**config.mk**
```make
export PLATFORM = sky130hd
export DESIGN_NAME = stream_ctrl
export DESIGN_NICKNAME = d
export VERILOG_FILES = /design/src/design/stream_ctrl.sv
export SDC_FILE = /design/constraint.sdc
export NUM_CORES = 1
export LEC_CHECK = 0
export ABC_CLOCK_PERIOD_IN_PS = 1100
export BUFFER_PORTS_ARGS = -buffer_cell sky130_fd_sc_hd__buf_2
export CAP_MARGIN = 20
export CORE_AREA = 2 2 39 41
export DETAILED_ROUTE_END_ITERATION = 12
export DIE_AREA = 0 0 41 43
export GPL_ROUTABILITY_DRIVEN = 0
export PLACE_DENSITY = 0.44
export SLEW_MARGIN = 20
export SYNTH_ARGS = -nofsm -noshare
export SYNTH_HDL_FRONTEND = slang
export SYNTH_SLANG_ARGS = --single-unit
export TNS_END_PERCENT = 30
```
**constraint.sdc**
```tcl
create_clock -name AXIS_ACLK -period 1.1 [get_ports AXIS_ACLK]
set_input_delay 0.11 -clock AXIS_ACLK [delete_from_list [all_inputs] [get_ports AXIS_ACLK]]
set_output_delay 0.11 -clock AXIS_ACLK [all_outputs]
set_load 0.01 [all_outputs]
```
**src/design/stream_ctrl.sv**
```systemverilog
`timescale 1ns/1ps

module stream_ctrl #(
    parameter int NUM_CORES = 4
) (
    input  logic AXIS_ACLK,
    input  logic S_AXI_ARESETN,
    input  logic run,
    input  logic gen,
    input  logic S_AXIS_TVALID,
    input  logic S_AXIS_TLAST,
    output logic S_AXIS_TREADY,
    input  logic M_AXIS_TREADY,
    output logic M_AXIS_TVALID,
    output logic beat_take,
    output logic bundle_close,
    output logic result_taken
);

    // set from tlast acceptance until output taken
    logic       busy;
    // close delayed to line up with the core result
    logic [1:0] close_pipe;

    // ---------------------------------------------------------
    // input side
    // ---------------------------------------------------------

    assign S_AXIS_TREADY = run && !gen && !busy;
    assign beat_take     = S_AXIS_TVALID && S_AXIS_TREADY;
    assign bundle_close  = beat_take && S_AXIS_TLAST;

    // ---------------------------------------------------------
    // output side
    // ---------------------------------------------------------

    assign result_taken = M_AXIS_TVALID && M_AXIS_TREADY;

    always_ff @(posedge AXIS_ACLK) begin
        if (!S_AXI_ARESETN) begin
            busy          <= 1'b0;
            close_pipe    <= 2'b00;
            M_AXIS_TVALID <= 1'b0;
        end else begin
            close_pipe <= {close_pipe[0], bundle_close};
            if (bundle_close) begin
                busy <= 1'b1;
            end else if (result_taken) begin
                busy <= 1'b0;
            end
            // tvalid 3 cycles after the tlast beat
            if (close_pipe[1]) begin
                M_AXIS_TVALID <= 1'b1;
            end else if (result_taken) begin
                M_AXIS_TVALID <= 1'b0;
            end
        end
    end

    // output beat held until taken
    assert property (@(posedge AXIS_ACLK) disable iff (!S_AXI_ARESETN)
        M_AXIS_TVALID && !M_AXIS_TREADY |=> M_AXIS_TVALID);

    // core count the 16-bit field layout was sized for
    assert property (@(posedge AXIS_ACLK)
        NUM_CORES >= 1 && NUM_CORES <= 16);

endmodule

```
Word level (Yosys, flattened, before mapping)
Cells that the tools add are included.
{ "word_totals": {"ff_bits": 4, "wordCells": 15} }
{ "classes": {"reduce_logical": 9, "mux": 3} }
{ "ops": {"columns": ["operator", "count"], "rows": [
  ["logical AND 1 bit", 5],
  ["nonzero test 2 bit", 2],
  ["two-way mux 1 bit", 3],
  ["logical NOT 1 bit", 2]
]} }

Depth between registers and ports, before layout
Gate-level depths: netlist (run 1).
{ "logic_depth": {"depth_word": 6, "ltp_mapped": 2, "depth_no_buf": 2} }

Least setup slack after synthesis (run 1)
No wires, ideal clock.
{ "synth_timing": {"kind": "register to output", "from": "register busy", "to": "output port bundle_close", "path_stages_with_launch": 3, "arrival_time_ns": 0.818, "path_slack_ns": 0.172, "t_required_ns": 0.990, "path_cell_list": "dfxtp_1 -> and4bb_1 -> and2_1"} }
{ "synth_between": {"elab_chain_cells": 4} }
{ "synth_rtl": {"columns": ["element", "line_no", "text"], "rows": [
  ["start: declaration", "21", "logic busy;"],
  ["start signal: assignment", "41", "busy <= 1'b0;"],
  ["start signal: assignment", "47", "busy <= 1'b1;"],
  ["start signal: assignment", "49", "busy <= 1'b0;"],
  ["logical NOT 1 bit", "29", "assign S_AXIS_TREADY = run && !gen && !busy;"],
  ["logical AND 1 bit", "29", null],
  ["logical AND 1 bit", "30", "assign beat_take = S_AXIS_TVALID && S_AXIS_TREADY;"],
  ["via beat_take", "15", "output logic beat_take,"],
  ["logical AND 1 bit", "31", "assign bundle_close = beat_take && S_AXIS_TLAST;"],
  ["end: declaration", "16", "output logic bundle_close,"]
]} }
The timed path passes the listed nets, and every way through them passes these cells.

Worst setup path after layout (run 1)
{ "layout_timing": {"from": "register busy", "to": "output port bundle_close"} }
{ "layout_between": {"elab_chain_cells": 4} }
{ "layout_rtl": {"columns": ["element", "line_no"], "rows": [
  ["logical NOT 1 bit", "29"],
  ["logical AND 1 bit", "29"],
  ["logical AND 1 bit", "30"],
  ["logical AND 1 bit", "31"]
]} }
No other way between the ends.

==> flow_metrics.env, run 1 <==
export IMPL_fin_crit_sh=1.09
export IMPL_syn_avg_cell_area_um2=10.5
export IMPL_rows=14
export IMPL_setup_viol=2
export IMPL_finalClockSkew_ps=1.09
export IMPL_cellPowerDensity_nw_per_um2=1230
export IMPL_ys_top_cells_by_area="dfxtp_1, and2_1, and4bb_1, o2bb2ai_1, nor3b_1"
export IMPL_synth_seq_area_share=0.508
export IMPL_synthToLayoutAreaGrowth_pct=94.4
export IMPL_vias=180
export IMPL_report_final_slew_viol_count=0
export IMPL_tightest_slew_ps=112
export IMPL_synth_top_area_share=0.508
export IMPL_initial_core_util=0.114
export IMPL_netlist_area_um2=158
export IMPL_routedWlPerCell_um=10.2
export IMPL_cp_slowest_stage_delay_ps=310
export IMPL_hold_viol=0
export IMPL_cts_path_max_buffers=2
export IMPL_nNetsFinal=42
export IMPL_diodes=0
export IMPL_die_y_um=43
export IMPL_max_cap_violations=0
export IMPL_p_total_w=0.000377
export IMPL_slew_headroom=0.925
export IMPL_yosys_warnings=0
export IMPL_drc=0
export IMPL_startpoint_type="flop"
export IMPL_cts_root_buf="clkbuf_4"
export IMPL_layout_common_cells="buf_2, and2_1, buf_4"
export IMPL_dr_first_iter_drc_count=7
export IMPL_grt_pass1_wl_um=814
export IMPL_drt_wl_total_um=499
export IMPL_ir_drop_uv=388
export IMPL_overflow=0
export IMPL_r2r_slack_ps=60
export IMPL_io_pins=12
export IMPL_crit_type="flop to primary output"
export IMPL_final_common_cell="buf_2"
export IMPL_status="finished with violations"
export IMPL_die_area_um2=1760
export IMPL_coreArea_um2=1380
export IMPL_grt_pass1_vias=176
export IMPL_power_leakage_nw=0.151
export IMPL_htreeDepth=1
export IMPL_synth_seq_cells=4
export IMPL_vias_per_cell=3.67
export IMPL_synth_top_area_cell="dfxtp_1"
export IMPL_clk_latency_ps=230
export IMPL_grt_max_degree=5
export IMPL_ant_nets=0
export IMPL_worstSetupEndpointType="primary output"
export IMPL_synth_nets=22
export IMPL_post_route_util=0.222
export IMPL_period_minus_slack_ps=1200
export IMPL_hold_class="input pin to flop"
export IMPL_worstPathRequired_ps=990
export IMPL_dpl_hpwl_um=319
export IMPL_fmax_mhz=834
export IMPL_synthCells=15
export IMPL_fillCellCount=157
export IMPL_cts_buffers=3
export IMPL_detail_route_first_pass_iterations=4
export IMPL_synth_distinct_cells=8
export IMPL_rsz0062_at_grt="true"
export IMPL_arrival_ps=1090
export IMPL_path_clk_slew_ps=40
export IMPL_fin_ws_ps=-99.4
export IMPL_grtUsageTotal=0.0802
export IMPL_cts_sinks=4
export IMPL_cts_hold_buf=0
export IMPL_cts_tree="yes"
export IMPL_violations="setup timing"
export IMPL_path_cells="and4bb_2, and2_4, buf_6"
export IMPL_die_x_um=41
export IMPL_crit_path_top_delay_cell="dfxtp_2"
export IMPL_antenna_found_initial=0
export IMPL_dp_slack_ps=117
export IMPL_numPortBuffers=11
export IMPL_drive_gt1_frac=0.667
export IMPL_cp_max_fo=3
==> flip-flops by register name, indices dropped and copies added (netlist names) <==
signal	count
close_pipe	2
M_AXIS_TVALID	1
busy	1
==> power breakdown <==
part | total, W | internal, W | switching (W)
clock network | 0.000182 | 0.000122 | 0.0000600
logic | 0.0000454 | 0.0000279 | 0.0000176
registers | 0.000150 | 0.000149 | 0.000000945
==> cell type report <==
class | count | area [um^2] | area share
flip-flops and latches | 4 | 81.3 | 0.265
clock buffers | 3 | 22.5 | 0.0735
multi-input cells | 11 | 85.1 | 0.278
well taps | 16 | 20.0 | 0.0653
repair buffers | 15 | 97.6 | 0.318
==> worst max-delay path, delay by kind of cell, from the launching register on <==
family / cells / cell delay [ps]
buf+inv: 1 / 90
simple gates: 2 / 460
flops: 1 / 310
==> routing by layer <==
metal | wire length [um] | global-route usage
met5 | 0 | 0
met4 | 0 | 0.0600
met3 | 85 | 0.0785
met2 | 161 | 0.0719
met1 | 251 | 0.106
==> cells in the mapped netlist (all sizes together) <==
master / number
and2: 5
dfxtp: 4
and4bb: 1
nand2: 1
nor2b: 1
nor3b: 1
o21a: 1
o2bb2ai: 1
==> per-stage QoR <==
stage	TNS, ps	instances	instance area, um^2	hold slack (ps)
final	-166	49	307	122
after global routing	-303	49	307	119
after CTS	-161	48	290	118
after detailed placement	0	42	233	364
after global placement	0	42	233	367
after floorplan	0	15	158	228
==> final timing paths <==
kind | to | depth (start not counted) | startpoint
setup / recovery | bundle_close | 3 | busy$_SDFFE_PN0P_
hold / removal | M_AXIS_TVALID$_SDFFE_PN0P_ | 2 | S_AXI_ARESETN
setup reg to reg | close_pipe[0]$_SDFF_PN0_ | 4 | busy$_SDFFE_PN0P_
hold reg to reg | close_pipe[1]$_SDFF_PN0_ | 1 | close_pipe[0]$_SDFF_PN0_
==> logic make-up after synthesis <==
kind of cell       Yosys count  synth area share
AOI/OAI and AO/OA            2             0.103
DFF                          4             0.508
and+or+nand+nor              9             0.389
==> what timing repair did <==
action / 4_1_cts / 5_1_grt
endpoints found under the setup margin: 2 / 3
setup buffers: 3 / 1
pin swaps: 2 / 2
endpoints found under the hold margin: 0 / 0
cloned: 0 / 0
gates resized for setup: 4 / 3
(Power assumes the default switching activity.)
==> inputs of run 2 (changes only) <==
- ABC_AREA: unset -> 1
==> flow_metrics.env, run 2 <==
export IMPL_die_y_um=43
export IMPL_ant_nets=0
export IMPL_largest_register="close_pipe"
export IMPL_synth_top_family_by_area="simple AND/OR/NAND/NOR gates"
export IMPL_drive_gt1_frac=0.486
export IMPL_path_clk_slew_ps=40
export IMPL_cts_path_max_buffers=2
export IMPL_setup_viol=0
export IMPL_finalClockSkew_ps=3.97
export IMPL_power_leakage_nw=0.174
export IMPL_synth_mux_area_frac=0
export IMPL_crit_path_top_delay_cell="dfxtp_2"
export IMPL_rows=14
export IMPL_synthSimpleGateAreaFrac=0.298
export IMPL_synth_top_area_share=0.489
export IMPL_io_pins=12
export IMPL_grt_pass1_vias=135
export IMPL_synth_top_area_cell="dfxtp_1"
export IMPL_crit_type="flop to primary output"
export IMPL_numPortBuffers=11
export IMPL_synth_seq_area_share=0.489
export IMPL_diodes=0
export IMPL_clk_latency_ps=230
export IMPL_status="finished, final reports clean"
export IMPL_yosysMostFrequentCell="inv_1"
export IMPL_slew_headroom=0.930
export IMPL_fin_ws_ps=76.1
export IMPL_htreeDepth=1
export IMPL_drc=0
export IMPL_routedWlPerCell_um=6.45
export IMPL_detail_route_first_pass_iterations=2
export IMPL_fin_crit_sh=0.931
export IMPL_vias=175
export IMPL_synth_xor_area_share=0
export IMPL_cp_slowest_stage_delay_ps=320
export IMPL_r2r_start="busy$_SDFFE_PN0P_"
export IMPL_max_cap_violations=0
export IMPL_synth_compound_area_share=0.0763
export IMPL_cellPowerDensity_nw_per_um2=1330
export IMPL_synthAdderAreaFrac=0
export IMPL_antenna_found_initial=0
export IMPL_coreArea_um2=1380
export IMPL_vias_per_cell=3.30
export IMPL_startpoint_type="flop"
export IMPL_ys_top_cells_by_count="inv_1, dfxtp_1, nand2_1, nor2_1"
export IMPL_hold_class="input pin to flop"
export IMPL_tightest_slew_ps=104
export IMPL_arrival_ps=910
export IMPL_die_area_um2=1760
export IMPL_worstPathRequired_ps=990
export IMPL_synth_distinct_cells=8
export IMPL_cts_root_buf="clkbuf_4"
export IMPL_cts_sinks=4
export IMPL_grt_pass1_wl_um=469
export IMPL_worstSetupEndpointType="primary output"
export IMPL_setup_tns_ps=0
export IMPL_dpl_hpwl_um=277
export IMPL_syn_avg_cell_area_um2=7.45
export IMPL_cts_tree="yes"
export IMPL_die_x_um=41
export IMPL_rsz0062_at_grt="false"
export IMPL_reg_top3="close_pipe x2, M_AXIS_TVALID x1, busy x1"
export IMPL_nNetsFinal=46
export IMPL_async_flop_share=0
export IMPL_synth_seq_cells=4
export IMPL_grtUsageTotal=0.0472
export IMPL_synth_nets=29
export IMPL_min_from="S_AXI_ARESETN"
export IMPL_hold_viol=0
export IMPL_synth_edf_count=0
export IMPL_path_cells="nor2_4, nand2_1, nor2_1, buf_2"
export IMPL_initial_core_util=0.118
export IMPL_yosys_warnings=0
export IMPL_synth_top_flop_cell="dfxtp_1"
export IMPL_netlist_area_um2=164
export IMPL_synthCells=22
export IMPL_final_common_cell="buf_2"
export IMPL_overflow=0
export IMPL_cts_buffers=3
export IMPL_drt_wl_total_um=342
export IMPL_ir_drop_uv=255
export IMPL_crit_start="busy$_SDFFE_PN0P_"
export IMPL_fmax_mhz=977
export IMPL_cp_max_fo=2
export IMPL_synthToLayoutAreaGrowth_pct=67.9
export IMPL_dp_slack_ps=255
export IMPL_dr_first_iter_drc_count=4
export IMPL_grt_max_degree=4
export IMPL_ys_top_cells_by_area="dfxtp_1, inv_1, nand2_1, nor2_1, nand4_2"
export IMPL_report_final_slew_viol_count=0
export IMPL_period_minus_slack_ps=1020
export IMPL_layout_common_cells="buf_2, inv_1, nand2_1, nor2_1"
export IMPL_largest_reg_flops=2
==> run 2: cell types whose count changed after synthesis <==
cell       delta
inv_1         +6
and2_1        -5
nor2_1        +4
nand2_1       +3
a21oi_1       +1
and4bb_1      -1
nand4_2       +1
nor2_2        +1
nor2b_1       -1
nor3b_1       -1
o21a_1        -1
o21bai_1      +1
o2bb2ai_1     -1
==> run 2: cells by family after synthesis <==
group | after synthesis
AO/OA/AOI/OAI | 2
flip-flops | 4
buffers and inverters | 6
AND/OR/NAND/NOR | 10
==> run 2: area by class of cell <==
cell class | instances | area (um^2)
fillers | 172 | 1110
flip-flops and latches | 4 | 81.3
multi-input cells | 12 | 66.3
repair buffers | 12 | 62.6
clock buffers | 3 | 22.5
inverters | 6 | 22.5
well taps | 16 | 20.0
==> run 2: path summary, 6_finish.rpt <==
path	to	slack, ps	depth (start not counted)
worst max-delay path	beat_take	80	4
worst min-delay path	close_pipe[1]$_SDFF_PN0_	90	3
worst max register to register	busy$_SDFFE_PN0P_	290	4
worst min register to register	close_pipe[1]$_SDFF_PN0_	410	2
==> run 2: critical path: cells and delay by family (launching register included) <==
| family | cells | cell delay, ps |
|---|---|---|
| AND/OR/NAND/NOR | 3 | 230 |
| flip-flops | 1 | 320 |
| buffers and inverters | 1 | 130 |
==> run 2: where the power goes <==
part           internal (W)  switching (W)
logic             0.0000183      0.0000182
registers          0.000149     0.00000182
clock network      0.000122      0.0000582
==> run 2: routing by layer <==
layer	track usage	share of wire	wire length, um
met5	0	0	0
met4	0.0600	0	0
met3	0.0471	0.099	34
met2	0.0500	0.46	159
met1	0.0418	0.43	148
==> run 2: repair_timing <==
action	in CTS	in global routing
gates resized for setup	0	2
endpoints found under the setup margin	1	2
pin swaps	1	3
hold buffers	0	0
setup buffers	1	0
==> run 2: per-stage QoR <==
step,power (W),util,std cells,area [um^2],hold slack (ps)
5_1_grt,0.000388,0.199,53,275,115
4_1_cts,0.000375,0.194,53,269,86.0
3_5_place_dp,0.000186,0.173,49,239,330
6_report,0.000367,0.199,53,275,91.6
2_1_floorplan,0.000166,-,22,164,203
3_3_place_gp,0.000186,0.173,49,239,335
