## src/design/hdc_pkg.sv

```systemverilog
package hdc_pkg;

    // ---------------------------------------------------------
    // hypervector and memory sizing
    // ---------------------------------------------------------

    // one generator word per hypervector
    localparam int DIM     = 32;
    // item memory depth is 2**ADDR_W, so item_memory_num tops out at 1023
    localparam int ADDR_W  = 10;
    // one core's slot in an input beat, low ADDR_W bits used
    localparam int FIELD_W = 16;
    // per-bit counters and beat counter, 255 beats max
    localparam int COUNT_W = 8;

    // ---------------------------------------------------------
    // control register map
    // ---------------------------------------------------------

    // decoded byte offset width
    localparam int AXIL_OFFS_W = 12;
    // bit 1 run, bit 0 gen
    localparam logic [AXIL_OFFS_W-1:0] REG_CTRL     = 12'h000;
    // item_memory_num in bits 9:0
    localparam logic [AXIL_OFFS_W-1:0] REG_ITEM_NUM = 12'h004;

    // ---------------------------------------------------------
    // xorshift generator
    // ---------------------------------------------------------

    // state held here whenever gen is low
    localparam logic [DIM-1:0] XORSHIFT_SEED = 32'h2463_534a;
    // shift amounts of one step
    localparam int XS_SHL_A = 13;
    localparam int XS_SHR_B = 17;
    localparam int XS_SHL_C = 5;

endpackage

```

## src/design/item_gen.sv

```systemverilog
`timescale 1ns/1ps

module item_gen (
    input  logic                        AXIS_ACLK,
    input  logic                        S_AXI_ARESETN,
    input  logic                        gen,
    input  logic [hdc_pkg::ADDR_W-1:0]  item_memory_num,
    output logic                        item_we,
    output logic [hdc_pkg::ADDR_W-1:0]  item_addr,
    output logic [hdc_pkg::DIM-1:0]     item_vec,
    output logic                        gen_done
);
    import hdc_pkg::*;

    logic [DIM-1:0] xs_state;
    logic [DIM-1:0] xs_a;
    logic [DIM-1:0] xs_b;

    // ---------------------------------------------------------
    // xorshift step
    // ---------------------------------------------------------

    // left 13, right 17, left 5
    assign xs_a     = xs_state ^ (xs_state << XS_SHL_A);
    assign xs_b     = xs_a ^ (xs_a >> XS_SHR_B);
    // stepped value goes straight to the cores
    assign item_vec = xs_b ^ (xs_b << XS_SHL_C);

    // write every gen cycle except the done cycle
    assign item_we = gen && !gen_done;

    // ---------------------------------------------------------
    // address counter and done pulse
    // ---------------------------------------------------------

    always_ff @(posedge AXIS_ACLK) begin
        // gen low parks the generator at the seed
        if (!S_AXI_ARESETN || !gen) begin
            xs_state  <= XORSHIFT_SEED;
            item_addr <= '0;
            gen_done  <= 1'b0;
        end else begin
            // last address just written
            gen_done <= item_we && (item_addr == item_memory_num);
            if (item_we) begin
                // item k holds state after k+1 steps
                xs_state  <= item_vec;
                item_addr <= item_addr + 1'b1;
            end
        end
    end

    // writes stay inside the configured range of a gen phase
    assert property (@(posedge AXIS_ACLK) disable iff (!S_AXI_ARESETN)
        item_we |-> gen && (item_addr <= item_memory_num));

endmodule

```

## config.mk

```make
export PLATFORM = sky130hd
export DESIGN_NAME = item_gen
export DESIGN_NICKNAME = d
export VERILOG_FILES = /design/src/design/hdc_pkg.sv /design/src/design/item_gen.sv
export SDC_FILE = /design/constraint.sdc
export NUM_CORES = 1
export LEC_CHECK = 0
export BUFFER_PORTS_ARGS = -buffer_cell sky130_fd_sc_hd__buf_2
export CORE_UTILIZATION = 59
export CTS_CLUSTER_SIZE = 20
export DETAILED_ROUTE_END_ITERATION = 8
export PLACE_DENSITY = 0.85
export SLEW_MARGIN = 40
export SYNTH_ARGS = -nofsm -noshare
export SYNTH_HDL_FRONTEND = slang
export SYNTH_SLANG_ARGS = --single-unit
```

## constraint.sdc

```tcl
create_clock -name AXIS_ACLK -period 3.8 [get_ports AXIS_ACLK]
set_clock_uncertainty 0.05 [all_clocks]
set_input_delay 0.76 -clock AXIS_ACLK [delete_from_list [all_inputs] [get_ports AXIS_ACLK]]
set_output_delay 0.76 -clock AXIS_ACLK [all_outputs]
set_load 0.01 [all_outputs]
```

Yosys cells after proc, flatten, opt, wreduce, memory -nomap -nowiden
Cells that the tools add are included.

word-level totals
  register bits after elaboration = 43
  input port bits = 13
  output and inout bits = 44

operators by class
  add/sub/neg operators = 1
  equality and inequality tests = 1
  bitwise operators = 3
  reduce and logical (&&, ||, !) cells = 6

operator list
  kind                     number
  $xor A32 B32 Y32         2
  $xor A32 B15 Y32         1
  $add A10 B1 Y10 const B  1
  $eq A10 B10 Y1           1
  $logic_not A1 Y1         3
  $logic_and A1 B1 Y1      2
  $logic_or A1 B1 Y1       1

Longest topological paths before layout
Gate-level depths: netlist of the first run.

  depth in word-level cells = 3
  mapped depth = 5

Least setup slack after synthesis of the first run
Ideal clock, no wire load.

  path type = reg2out
  start = reg xs_state[17]
  end = out item_vec[5] (netlist bit)
  arrival = 1,374 ps
  required time = 2,990 ps
  setup slack = 1,616 ps
  cell stages (with the launch flop) = 4
  path buffers = 0
  cell sequence = dfxtp_1 xnor2_2 xor3_1 xnor2_1

between the ends
  word-level cells in the longest chain between the ends = 3

ends and longest elaborated chain
  item                    line            text
  start, declared         item_gen.sv:15  logic [DIM-1:0] xs_state;
  start signal, assigned  item_gen.sv:47  xs_state <= item_vec;
  $xor A32 B32 Y32        item_gen.sv:24  assign xs_a = xs_state ^ (xs_state << XS_SHL_A);
  $xor A32 B15 Y32        item_gen.sv:25  assign xs_b = xs_a ^ (xs_a >> XS_SHR_B);
  $xor A32 B32 Y32        item_gen.sv:27  assign item_vec = xs_b ^ (xs_b << XS_SHL_C);
  end, declared           item_gen.sv:10  output logic [hdc_pkg::DIM-1:0] item_vec,

No other way between the ends.

Final worst setup path of the first run
  start = reg xs_state[10]
  end = out item_vec[6] (netlist bit)

Same word-level chain as after synthesis.

==> impl_metrics.csv, run 1 <==
group,metric,value,unit
run_status,outcome,"finished clean",
synth,ys_seq_elements,43,
worst_hold_path,min_to,"xs_state[20]$_SDFFE_PP0P_",
grt,grt_remaining_overflow,0,
cts,worstSkewPairLatency,300,ps
layout,syn_to_final_growth,14.8,%
routing,drt-initial-drc-count,60,
layout,final-seq-area,861,µm²
worst_hold_path,hold_class,"flop to flop",
grt,first_global_vias,1879,
sta,finalHoldViolCount,0,
layout,mostFrequentLayoutCell,"xnor2_1",
setup_path,worstPathCellList,"xor2_1, xor3_1, xnor2_1, buf_2",
synth,syn_inst,280,
layout,diodes,0,
cts,cts_tree,"yes",
routing,antenna_left,0,
setup_path,timing.rr.start,"xs_state[7]$_SDFFE_PP0P_",
setup_path,critPathKind,"flop to output pin",
routing,vias_per_cell,5.36,
routing,post_drt_wl_per_cell,14.4,µm
routing,wirelength,5470,µm
routing,vias,2037,
placed_design,hpwlAfterDp,3950,µm
die,initial_utilization,0.618,
cts,clk_pin_slew,80,ps
setup_path,r2r_slack,1910,ps
layout,fin_nets,341,
worst_hold_path,hold_depth,2,
die,die_x,70.0,µm
cts,cts_root_buf,"clkbuf_8",
sta,setup_violations,0,
layout,drive_above_1_share,0.210,
cts,cts_hold_buf,0,
setup_path,critPathSlowestCell,"xor2_1",
synth,synth_fp_nets,294,
setup_path,reg2reg_depth,4,
synth,avgSynthCellArea,9.75,µm²
setup_path,crit_path_start_kind,"flop",
die,core_area,4410,µm²
cts,post_cts_buffers,0,
grt,antenna_found_initial,0,
worst_hold_path,min-delay-start,"xs_state[20]$_SDFFE_PP0P_",
grt,grt_pass1_wl,9030,µm
flow_run,cap_violations,0,
routing,first_pass_iters,4,
cts,cts_sinks,43,
sta,rsz0062_at_grt,"false",
sta,finalMaxSlewViolations,0,
die,dieHeight,70.0,µm
sta,tns,0,ps
placed_design,gp_congestion,0.792,
synth,ys_seq_area_frac,0.315,
setup_path,worstPathMaxFanout,5,
layout,final_cell_mix,"57 x xnor2_1, 56 x buf_2, 43 x dfxtp_1",
die,ios,57,
synth,ys_types,28,
sta,fmax,0.374,GHz
setup_path,reg2reg_to,"xs_state[8]$_SDFFE_PP1P_",
setup_path,worstPathArrival,1860,ps
cts,cts_max_level,2,
routing,drcViolationCount,0,
setup_path,cpLargestDelayFamily,"XOR/XNOR gates",
setup_path,worst-path-buf-inv,1,
die,row_count,24,
synth,syn_area,2730,µm²
setup_path,critPathRequiredTime,2990,ps
sta,finalCriticalPeriod,2670,ps
cts,cts_made_buffers,5,
die,dieArea,4900,µm²
placed_design,io_buffers,56,
setup_path,slowest_delay,450,ps
cts,cts_resized,0,
cts,cts.path.max_buffers,2,
synth,yosys_warnings,0,
grt,grt_max_degree,26,
setup_path,cp-end-kind,"output pin",
sta,fin_crit_sh,0.703,
grt,grt_usage,0.237,
layout,n_fill_cell,335,
layout,multiInputGateArea,1800,µm²
sta,worstMarginPinSlew,782,ps
sta,maxSlewHeadroom,0.478,
==> cell families after synthesis <==
family / Yosys count / share of synthesized area
flip-flops: 43 / 0.315
adder cells (fa/ha/maj): 1 / 0.00458
buffers and inverters: 18 / 0.0270
multiplexers: 2 / 0.00734
AO/OA/AOI/OAI: 30 / 0.0610
AND/OR/NAND/NOR: 85 / 0.152
XOR/XNOR: 101 / 0.433
==> tightest hold or removal path, stage by stage (launching register included) <==
cell     delay, ps
dfxtp_1        340
nand2_1         60
a21oi_1         50
==> worst max path at each step <==
stage,start,end,depth (start not counted)
global placement,xs_state[17]$_SDFFE_PP1P_,item_vec[5],4
finish,xs_state[10]$_SDFFE_PP0P_,item_vec[6],4
global route,xs_state[7]$_SDFFE_PP0P_,item_vec[8],4
floorplan,xs_state[17]$_SDFFE_PP1P_,item_vec[5],3
detailed placement,xs_state[10]$_SDFFE_PP0P_,item_vec[6],4
CTS,xs_state[10]$_SDFFE_PP0P_,item_vec[6],4
==> area by class of cell <==
class | instances | area share
tap | 52 | 0.0208
inverter | 1 | 0.00120
sequential | 43 | 0.275
multi-input combinational | 219 | 0.574
timing repair buffer | 57 | 0.0919
clock buffer | 6 | 0.0264
clock inverter | 2 | 0.0112
==> state kept, by name (all words and copies together) (netlist names) <==
signal / count
gen_done: 1
xs_state: 32
item_addr: 10
==> per-layer routing <==
layer	wire [µm]	track usage
met1	2530	0.305
met2	2590	0.385
met3	282	0.0736
met4	65	0.0689
met5	0	0
==> through the flow <==
step | util | instances | hold slack (ps) | setup slack (ps) | area, µm²
3_3_place_gp | 0.682 | 372 | 423 | 1470 | 3010
3_5_place_dp | 0.682 | 372 | 433 | 1460 | 3010
2_1_floorplan | - | 280 | 413 | 1620 | 2730
4_1_cts | 0.709 | 380 | 445 | 1120 | 3130
6_report | 0.709 | 380 | 447 | 1130 | 3130
5_1_grt | 0.709 | 380 | 470 | 969 | 3130
==> Yosys cell counts, drive strengths merged <==
cell type / n / area share
xnor2: 59 / 0.19
dfxtp: 43 / 0.32
nor2: 32 / 0.044
xor2: 22 / 0.071
nand2: 16 / 0.022
o21ai: 16 / 0.029
xnor3: 15 / 0.12
clkbuf: 12 / 0.017
or3: 12 / 0.028
nand3: 10 / 0.018
a21oi: 8 / 0.015
buf: 5 / 0.0092
xor3: 5 / 0.044
nand3b: 4 / 0.011
nand4: 4 / 0.0092
a21o: 3 / 0.0083
a21boi: 2 / 0.0055
and4b: 2 / 0.0073
mux2i: 2 / 0.0073
a31o: 1 / 0.0032
and2: 1 / 0.0023
and3: 1 / 0.0023
and4: 1 / 0.0032
ha: 1 / 0.0046
inv: 1 / 0.0014
nor2b: 1 / 0.0023
nor4: 1 / 0.0023
Power of run 1 is left out: the tool's default activity adds up to more than one toggle a clock period on the data nets, which glitch-free logic cannot reach.
==> inputs of run 2 (changes only) <==
--- a/config.mk
+++ b/config.mk
@@ -6,10 +6,10 @@
 export NUM_CORES = 1
 export LEC_CHECK = 0
 export BUFFER_PORTS_ARGS = -buffer_cell sky130_fd_sc_hd__buf_2
-export CORE_UTILIZATION = 59
+export CORE_UTILIZATION = 55
 export CTS_CLUSTER_SIZE = 20
 export DETAILED_ROUTE_END_ITERATION = 8
-export PLACE_DENSITY = 0.85
+export PLACE_DENSITY = 0.8
 export SLEW_MARGIN = 40
 export SYNTH_ARGS = -nofsm -noshare
 export SYNTH_HDL_FRONTEND = slang
==> constraint.sdc (replaced) <==
create_clock -name AXIS_ACLK -period 2.6 [get_ports AXIS_ACLK]
set_clock_uncertainty 0.05 [all_clocks]
set_input_delay 0.52 -clock AXIS_ACLK [delete_from_list [all_inputs] [get_ports AXIS_ACLK]]
set_output_delay 0.52 -clock AXIS_ACLK [all_outputs]
set_load 0.01 [all_outputs]
==> run 2 against run 1 <==
Routed wire length is 0.35% higher; register-to-register slack got worse by 1200 ps; die area grew 7.1%; hold slack got worse by 0.87 ps; first-iteration DRC count rose by 45%; via count decreased by 2.3%; clock-buffer cell count is the same; final area is 0.36% higher; setup slack got worse by 960 ps; non-clock buffer count increased by 3; critical path depth stayed put; core utilization is 4.8 points lower.
==> impl_metrics.csv, run 2 (synthesis gave the netlist of run 1 again) <==
group,metric,value,unit
run_status,outcome,"finished clean",
layout,mostFrequentLayoutCell,"xnor2_1",
setup_path,critPathRequiredTime,2030,ps
sta,holdWs,446,ps
routing,post_drt_wl_per_cell,13.8,µm
layout,syn_to_final_growth,15.2,%
layout,reg_top3,"xs_state x32, item_addr x10, gen_done x1",
routing,vias_per_cell,5.02,
cts,cts_tree,"yes",
pwr,p_total,0.00550,W
layout,finalInstanceArea,3140,µm²
pwr,cellLeakagePower,1.38,nW
routing,first_pass_iters,4,
die,dieArea,5250,µm²
flow_run,cap_violations,0,
layout,final-seq-area,861,µm²
cts,cts_root_buf,"clkbuf_8",
grt,grt_usage,0.230,
sta,finalHoldViolCount,0,
grt,antenna_found_initial,0,
sta,rsz0062_at_grt,"false",
routing,antenna_left,0,
cts,worstSkewPairLatency,300,ps
placed_design,dp_cells,390,
routing,vias,1991,
die,core_area,4750,µm²
grt,first_global_vias,1958,
grt,grt_pass1_wl,9040,µm
worst_hold_path,hold_class,"flop to flop",
layout,drive_above_1_share,0.215,
die,initial_utilization,0.574,
layout,n_fill_cell,413,
cts,cts_sinks,43,
setup_path,crit_path_start_kind,"flop",
setup_path,worstPathArrival,1860,ps
cts,clk_pin_slew,80,ps
cts,cts.path.max_buffers,2,
pwr,irDropWorstVdd,0.000912,V
cts,cts_resized,0,
setup_path,cp-end-kind,"output pin",
setup_path,critPathKind,"flop to output pin",
die,die_x,72.4,µm
layout,largest_reg_flops,32,
layout,multiInputGateArea,1800,µm²
sta,setup_violations,0,
placed_design,io_buffers,56,
cts,post_cts_buffers,0,
sta,finalCriticalPeriod,2430,ps
routing,wirelength,5490,µm
sta,finalMaxSlewViolations,0,
cts,cts_made_buffers,5,
grt,grt_max_degree,25,
sta,fmax,0.412,GHz
grt,grt_remaining_overflow,0,
die,row_count,25,
sta,worstMarginPinSlew,684,ps
routing,drt-initial-drc-count,87,
layout,diodes,0,
placed_design,hpwlAfterDp,4010,µm
die,dieHeight,72.4,µm
sta,fin_crit_sh,0.934,
sta,tns,0,ps
layout,largest-register,"xs_state",
die,ios,57,
placed_design,dpl-instance-area,3050,µm²
layout,finalNonFillerCells,397,
cts,cts_hold_buf,0,
layout,fin_nets,344,
layout,final_cell_mix,"57 x xnor2_1, 56 x buf_2, 43 x dfxtp_1",
sta,maxSlewHeadroom,0.541,
setup_path,worstPathMaxFanout,7,
routing,drcViolationCount,0,
placed_design,gp_congestion,0.778,
pwr,p_per_area,1750,nW/µm²
cts,cts_max_level,2,
run 2: area by class of cell:
class | instances | area share
Multi-Input combinational cell | 219 | 0.572
Sequential cell | 43 | 0.274
Timing Repair Buffer | 60 | 0.0987
Tap cell | 67 | 0.0267
Clock buffer | 6 | 0.0263
Clock inverter | 1 | 0.00159
Inverter | 1 | 0.00119
run 2: worst paths after layout:
kind,slack (ps),cells after the start,startpoint,endpoint
min reg2reg,450,2,xs_state[20]$_SDFFE_PP0P_,xs_state[20]$_SDFFE_PP0P_
min,450,2,xs_state[20]$_SDFFE_PP0P_,xs_state[20]$_SDFFE_PP0P_
max reg2reg,680,4,xs_state[17]$_SDFFE_PP1P_,xs_state[5]$_SDFFE_PP0P_
max,170,4,xs_state[17]$_SDFFE_PP1P_,item_vec[5]
run 2: stage by stage:
| stage | worst slack, ps | util |
|---|---|---|
| after global placement | 546 | 0.642 |
| after floorplan | 656 | - |
| final | 171 | 0.661 |
| after global routing | 27.3 | 0.661 |
| after detailed placement | 508 | 0.642 |
| after CTS | 161 | 0.661 |
run 2: layer usage:
layer / vias up / routed length (µm) / share of wire / GRT usage
li1: 1027 / - / - / -
met4: 0 / 62 / 0.011 / 0.0763
met2: 46 / 2750 / 0.50 / 0.400
met1: 912 / 2440 / 0.44 / 0.278
met5: - / 0 / 0 / 0
met3: 6 / 240 / 0.044 / 0.0556
run 2: power breakdown:
group | internal, W | leakage, nW | total, W | switching (W)
Combinational | 0.00209 | 0.979 | 0.00396 | 0.00187
Sequential | 0.000845 | 0.352 | 0.00112 | 0.000271
Clock | 0.000209 | 0.0470 | 0.000432 | 0.000224
Total | 0.00314 | 1.38 | 0.00550 | 0.00236
run 2: critical path, stage by stage (launching register included):
cell and delay [ps]:
dfxtp_1 380, xnor2_2 440, xor3_1 450, xnor2_1 150, buf_2 140
Note: power is estimated with default switching activity, not from simulation.
==> inputs of run 3 (changes only) <==
--- a/config.mk
+++ b/config.mk
@@ -6,11 +6,12 @@
 export NUM_CORES = 1
 export LEC_CHECK = 0
 export BUFFER_PORTS_ARGS = -buffer_cell sky130_fd_sc_hd__buf_2
+export CORE_ASPECT_RATIO = 2
 export CORE_UTILIZATION = 55
 export CTS_CLUSTER_SIZE = 20
 export DETAILED_ROUTE_END_ITERATION = 8
 export PLACE_DENSITY = 0.8
-export SLEW_MARGIN = 40
+export SLEW_MARGIN = 25
 export SYNTH_ARGS = -nofsm -noshare
 export SYNTH_HDL_FRONTEND = slang
 export SYNTH_SLANG_ARGS = --single-unit
==> run 3 against run 2 <==
Setup slack got worse by 35 ps; via count grew 6.6%; flip-flop and latch count did not move; hold slack barely moved; global-route usage rose by 1.3 points; first-iteration DRC count shrank 59%; die area grew 0.32%; maximum frequency decreased by 1.4%; critical path type unchanged.
==> impl_metrics.csv, run 3 (synthesis gave the netlist of run 1 again) <==
group,metric,value,unit
run_status,outcome,"finished clean",
die,die_x,51.8,µm
sta,finalHoldViolCount,0,
placed_design,hpwlAfterDp,4410,µm
layout,drive_above_1_share,0.219,
sta,finalCriticalPeriod,2460,ps
layout,largest_reg_flops,32,
placed_design,io_buffers,56,
sta,setup_violations,0,
cts,cts_made_buffers,5,
setup_path,worstPathArrival,1890,ps
layout,finalNonFillerCells,388,
layout,reg_top3,"xs_state x32, item_addr x10, gen_done x1",
sta,tns,0,ps
sta,maxSlewHeadroom,0.396,
cts,cts.path.max_buffers,2,
routing,top_layer,"met4",
placed_design,gp_congestion,0.806,
setup_path,crit_path_start_kind,"flop",
grt,grt_max_degree,30,
routing,vias,2122,
routing,met3WireLength,200,µm
die,dieArea,5260,µm²
setup_path,critPathRequiredTime,2030,ps
layout,fin_nets,346,
die,dieHeight,102,µm
layout,diodes,0,
die,row_count,35,
flow_run,cap_violations,0,
cts,cts_resized,0,
die,initial_utilization,0.582,
grt,grt_usage,0.242,
routing,wirelength,5890,µm
routing,post_drt_wl_per_cell,15.2,µm
routing,first_pass_iters,4,
sta,worstMarginPinSlew,904,ps
grt,grt_pass1_wl,9320,µm
layout,final_cell_mix,"57 x xnor2_1, 56 x buf_2, 43 x dfxtp_1",
grt,antenna_found_initial,0,
cts,worstSkewPairLatency,300,ps
die,ios,57,
setup_path,cp-end-kind,"output pin",
routing,vias_per_cell,5.47,
layout,syn_to_final_growth,15.1,%
cts,cts_hold_buf,0,
grt,first_global_vias,2053,
routing,antenna_left,0,
routing,wl_met1,2160,µm
worst_hold_path,hold_depth,2,
setup_path,reg2reg_depth,4,
cts,clk_pin_slew,80,ps
cts,cts_root_buf,"clkbuf_8",
cts,post_cts_buffers,0,
layout,mostFrequentLayoutCell,"xnor2_1",
sta,fin_crit_sh,0.947,
routing,met2_wirelength,3270,µm
grt,grt_remaining_overflow,0,
cts,cts_sinks,43,
placed_design,dp_cells,380,
setup_path,worstPathMaxFanout,4,
die,core_area,4690,µm²
layout,largest-register,"xs_state",
routing,drcViolationCount,0,
cts,cts_max_level,2,
setup_path,critPathKind,"flop to output pin",
sta,rsz0062_at_grt,"false",
worst_hold_path,hold_class,"flop to flop",
sta,fmax,0.406,GHz
routing,drt-initial-drc-count,36,
cts,cts_tree,"yes",
sta,finalMaxSlewViolations,0,
sta,holdWs,446,ps
[run 3: cell types whose count changed in the layout (fill, tap and decap cells not counted)]
cell,previous run,this run
clkinvlp_4,0,2
clkbuf_8,6,5
nand2_2,1,0
buf_4,4,6
nand2_1,15,16
[run 3: metal layers]
layer / vias to the layer above / global-route usage
li1: 1035 / -
met5: - / 0
met2: 68 / 0.462
met1: 1002 / 0.235
met3: 17 / 0.0375
met4: 0 / 0.133
[run 3: final cells by class]
class | instances | area (µm²)
Timing Repair Buffer | 62 | 325
Fill cell | 401 | 1540
Multi-Input combinational cell | 219 | 1790
Clock inverter | 3 | 20.0
Clock buffer | 5 | 68.8
Inverter | 1 | 3.75
Tap cell | 55 | 68.8
Sequential cell | 43 | 861
[run 3: worst paths after layout]
path                             start                   endpoint  slack (ps)
max reg2reg   xs_state[9]$_SDFFE_PP1P_   xs_state[5]$_SDFFE_PP0P_         620
min reg2reg  xs_state[20]$_SDFFE_PP0P_  xs_state[20]$_SDFFE_PP0P_         450
max          xs_state[16]$_SDFFE_PP1P_               item_vec[17]         140
min          xs_state[20]$_SDFFE_PP0P_  xs_state[20]$_SDFFE_PP0P_         450
[run 3: metrics by stage]
stage | util | instance area, µm² | setup WS, ps
final | 0.670 | 3140 | 137
after global routing | 0.670 | 3140 | 29.3
after CTS | 0.670 | 3140 | 142
after detailed placement | 0.652 | 3050 | 491
after global placement | 0.652 | 3050 | 483
after floorplan | - | 2730 | 656
[run 3: worst max-delay path: stages (launching register included)]
cell     delay [ps]
dfxtp_1         370
xnor2_1         490
xor2_1          330
xor2_1          230
buf_2           170
Power of run 3 is left out for the same reason.
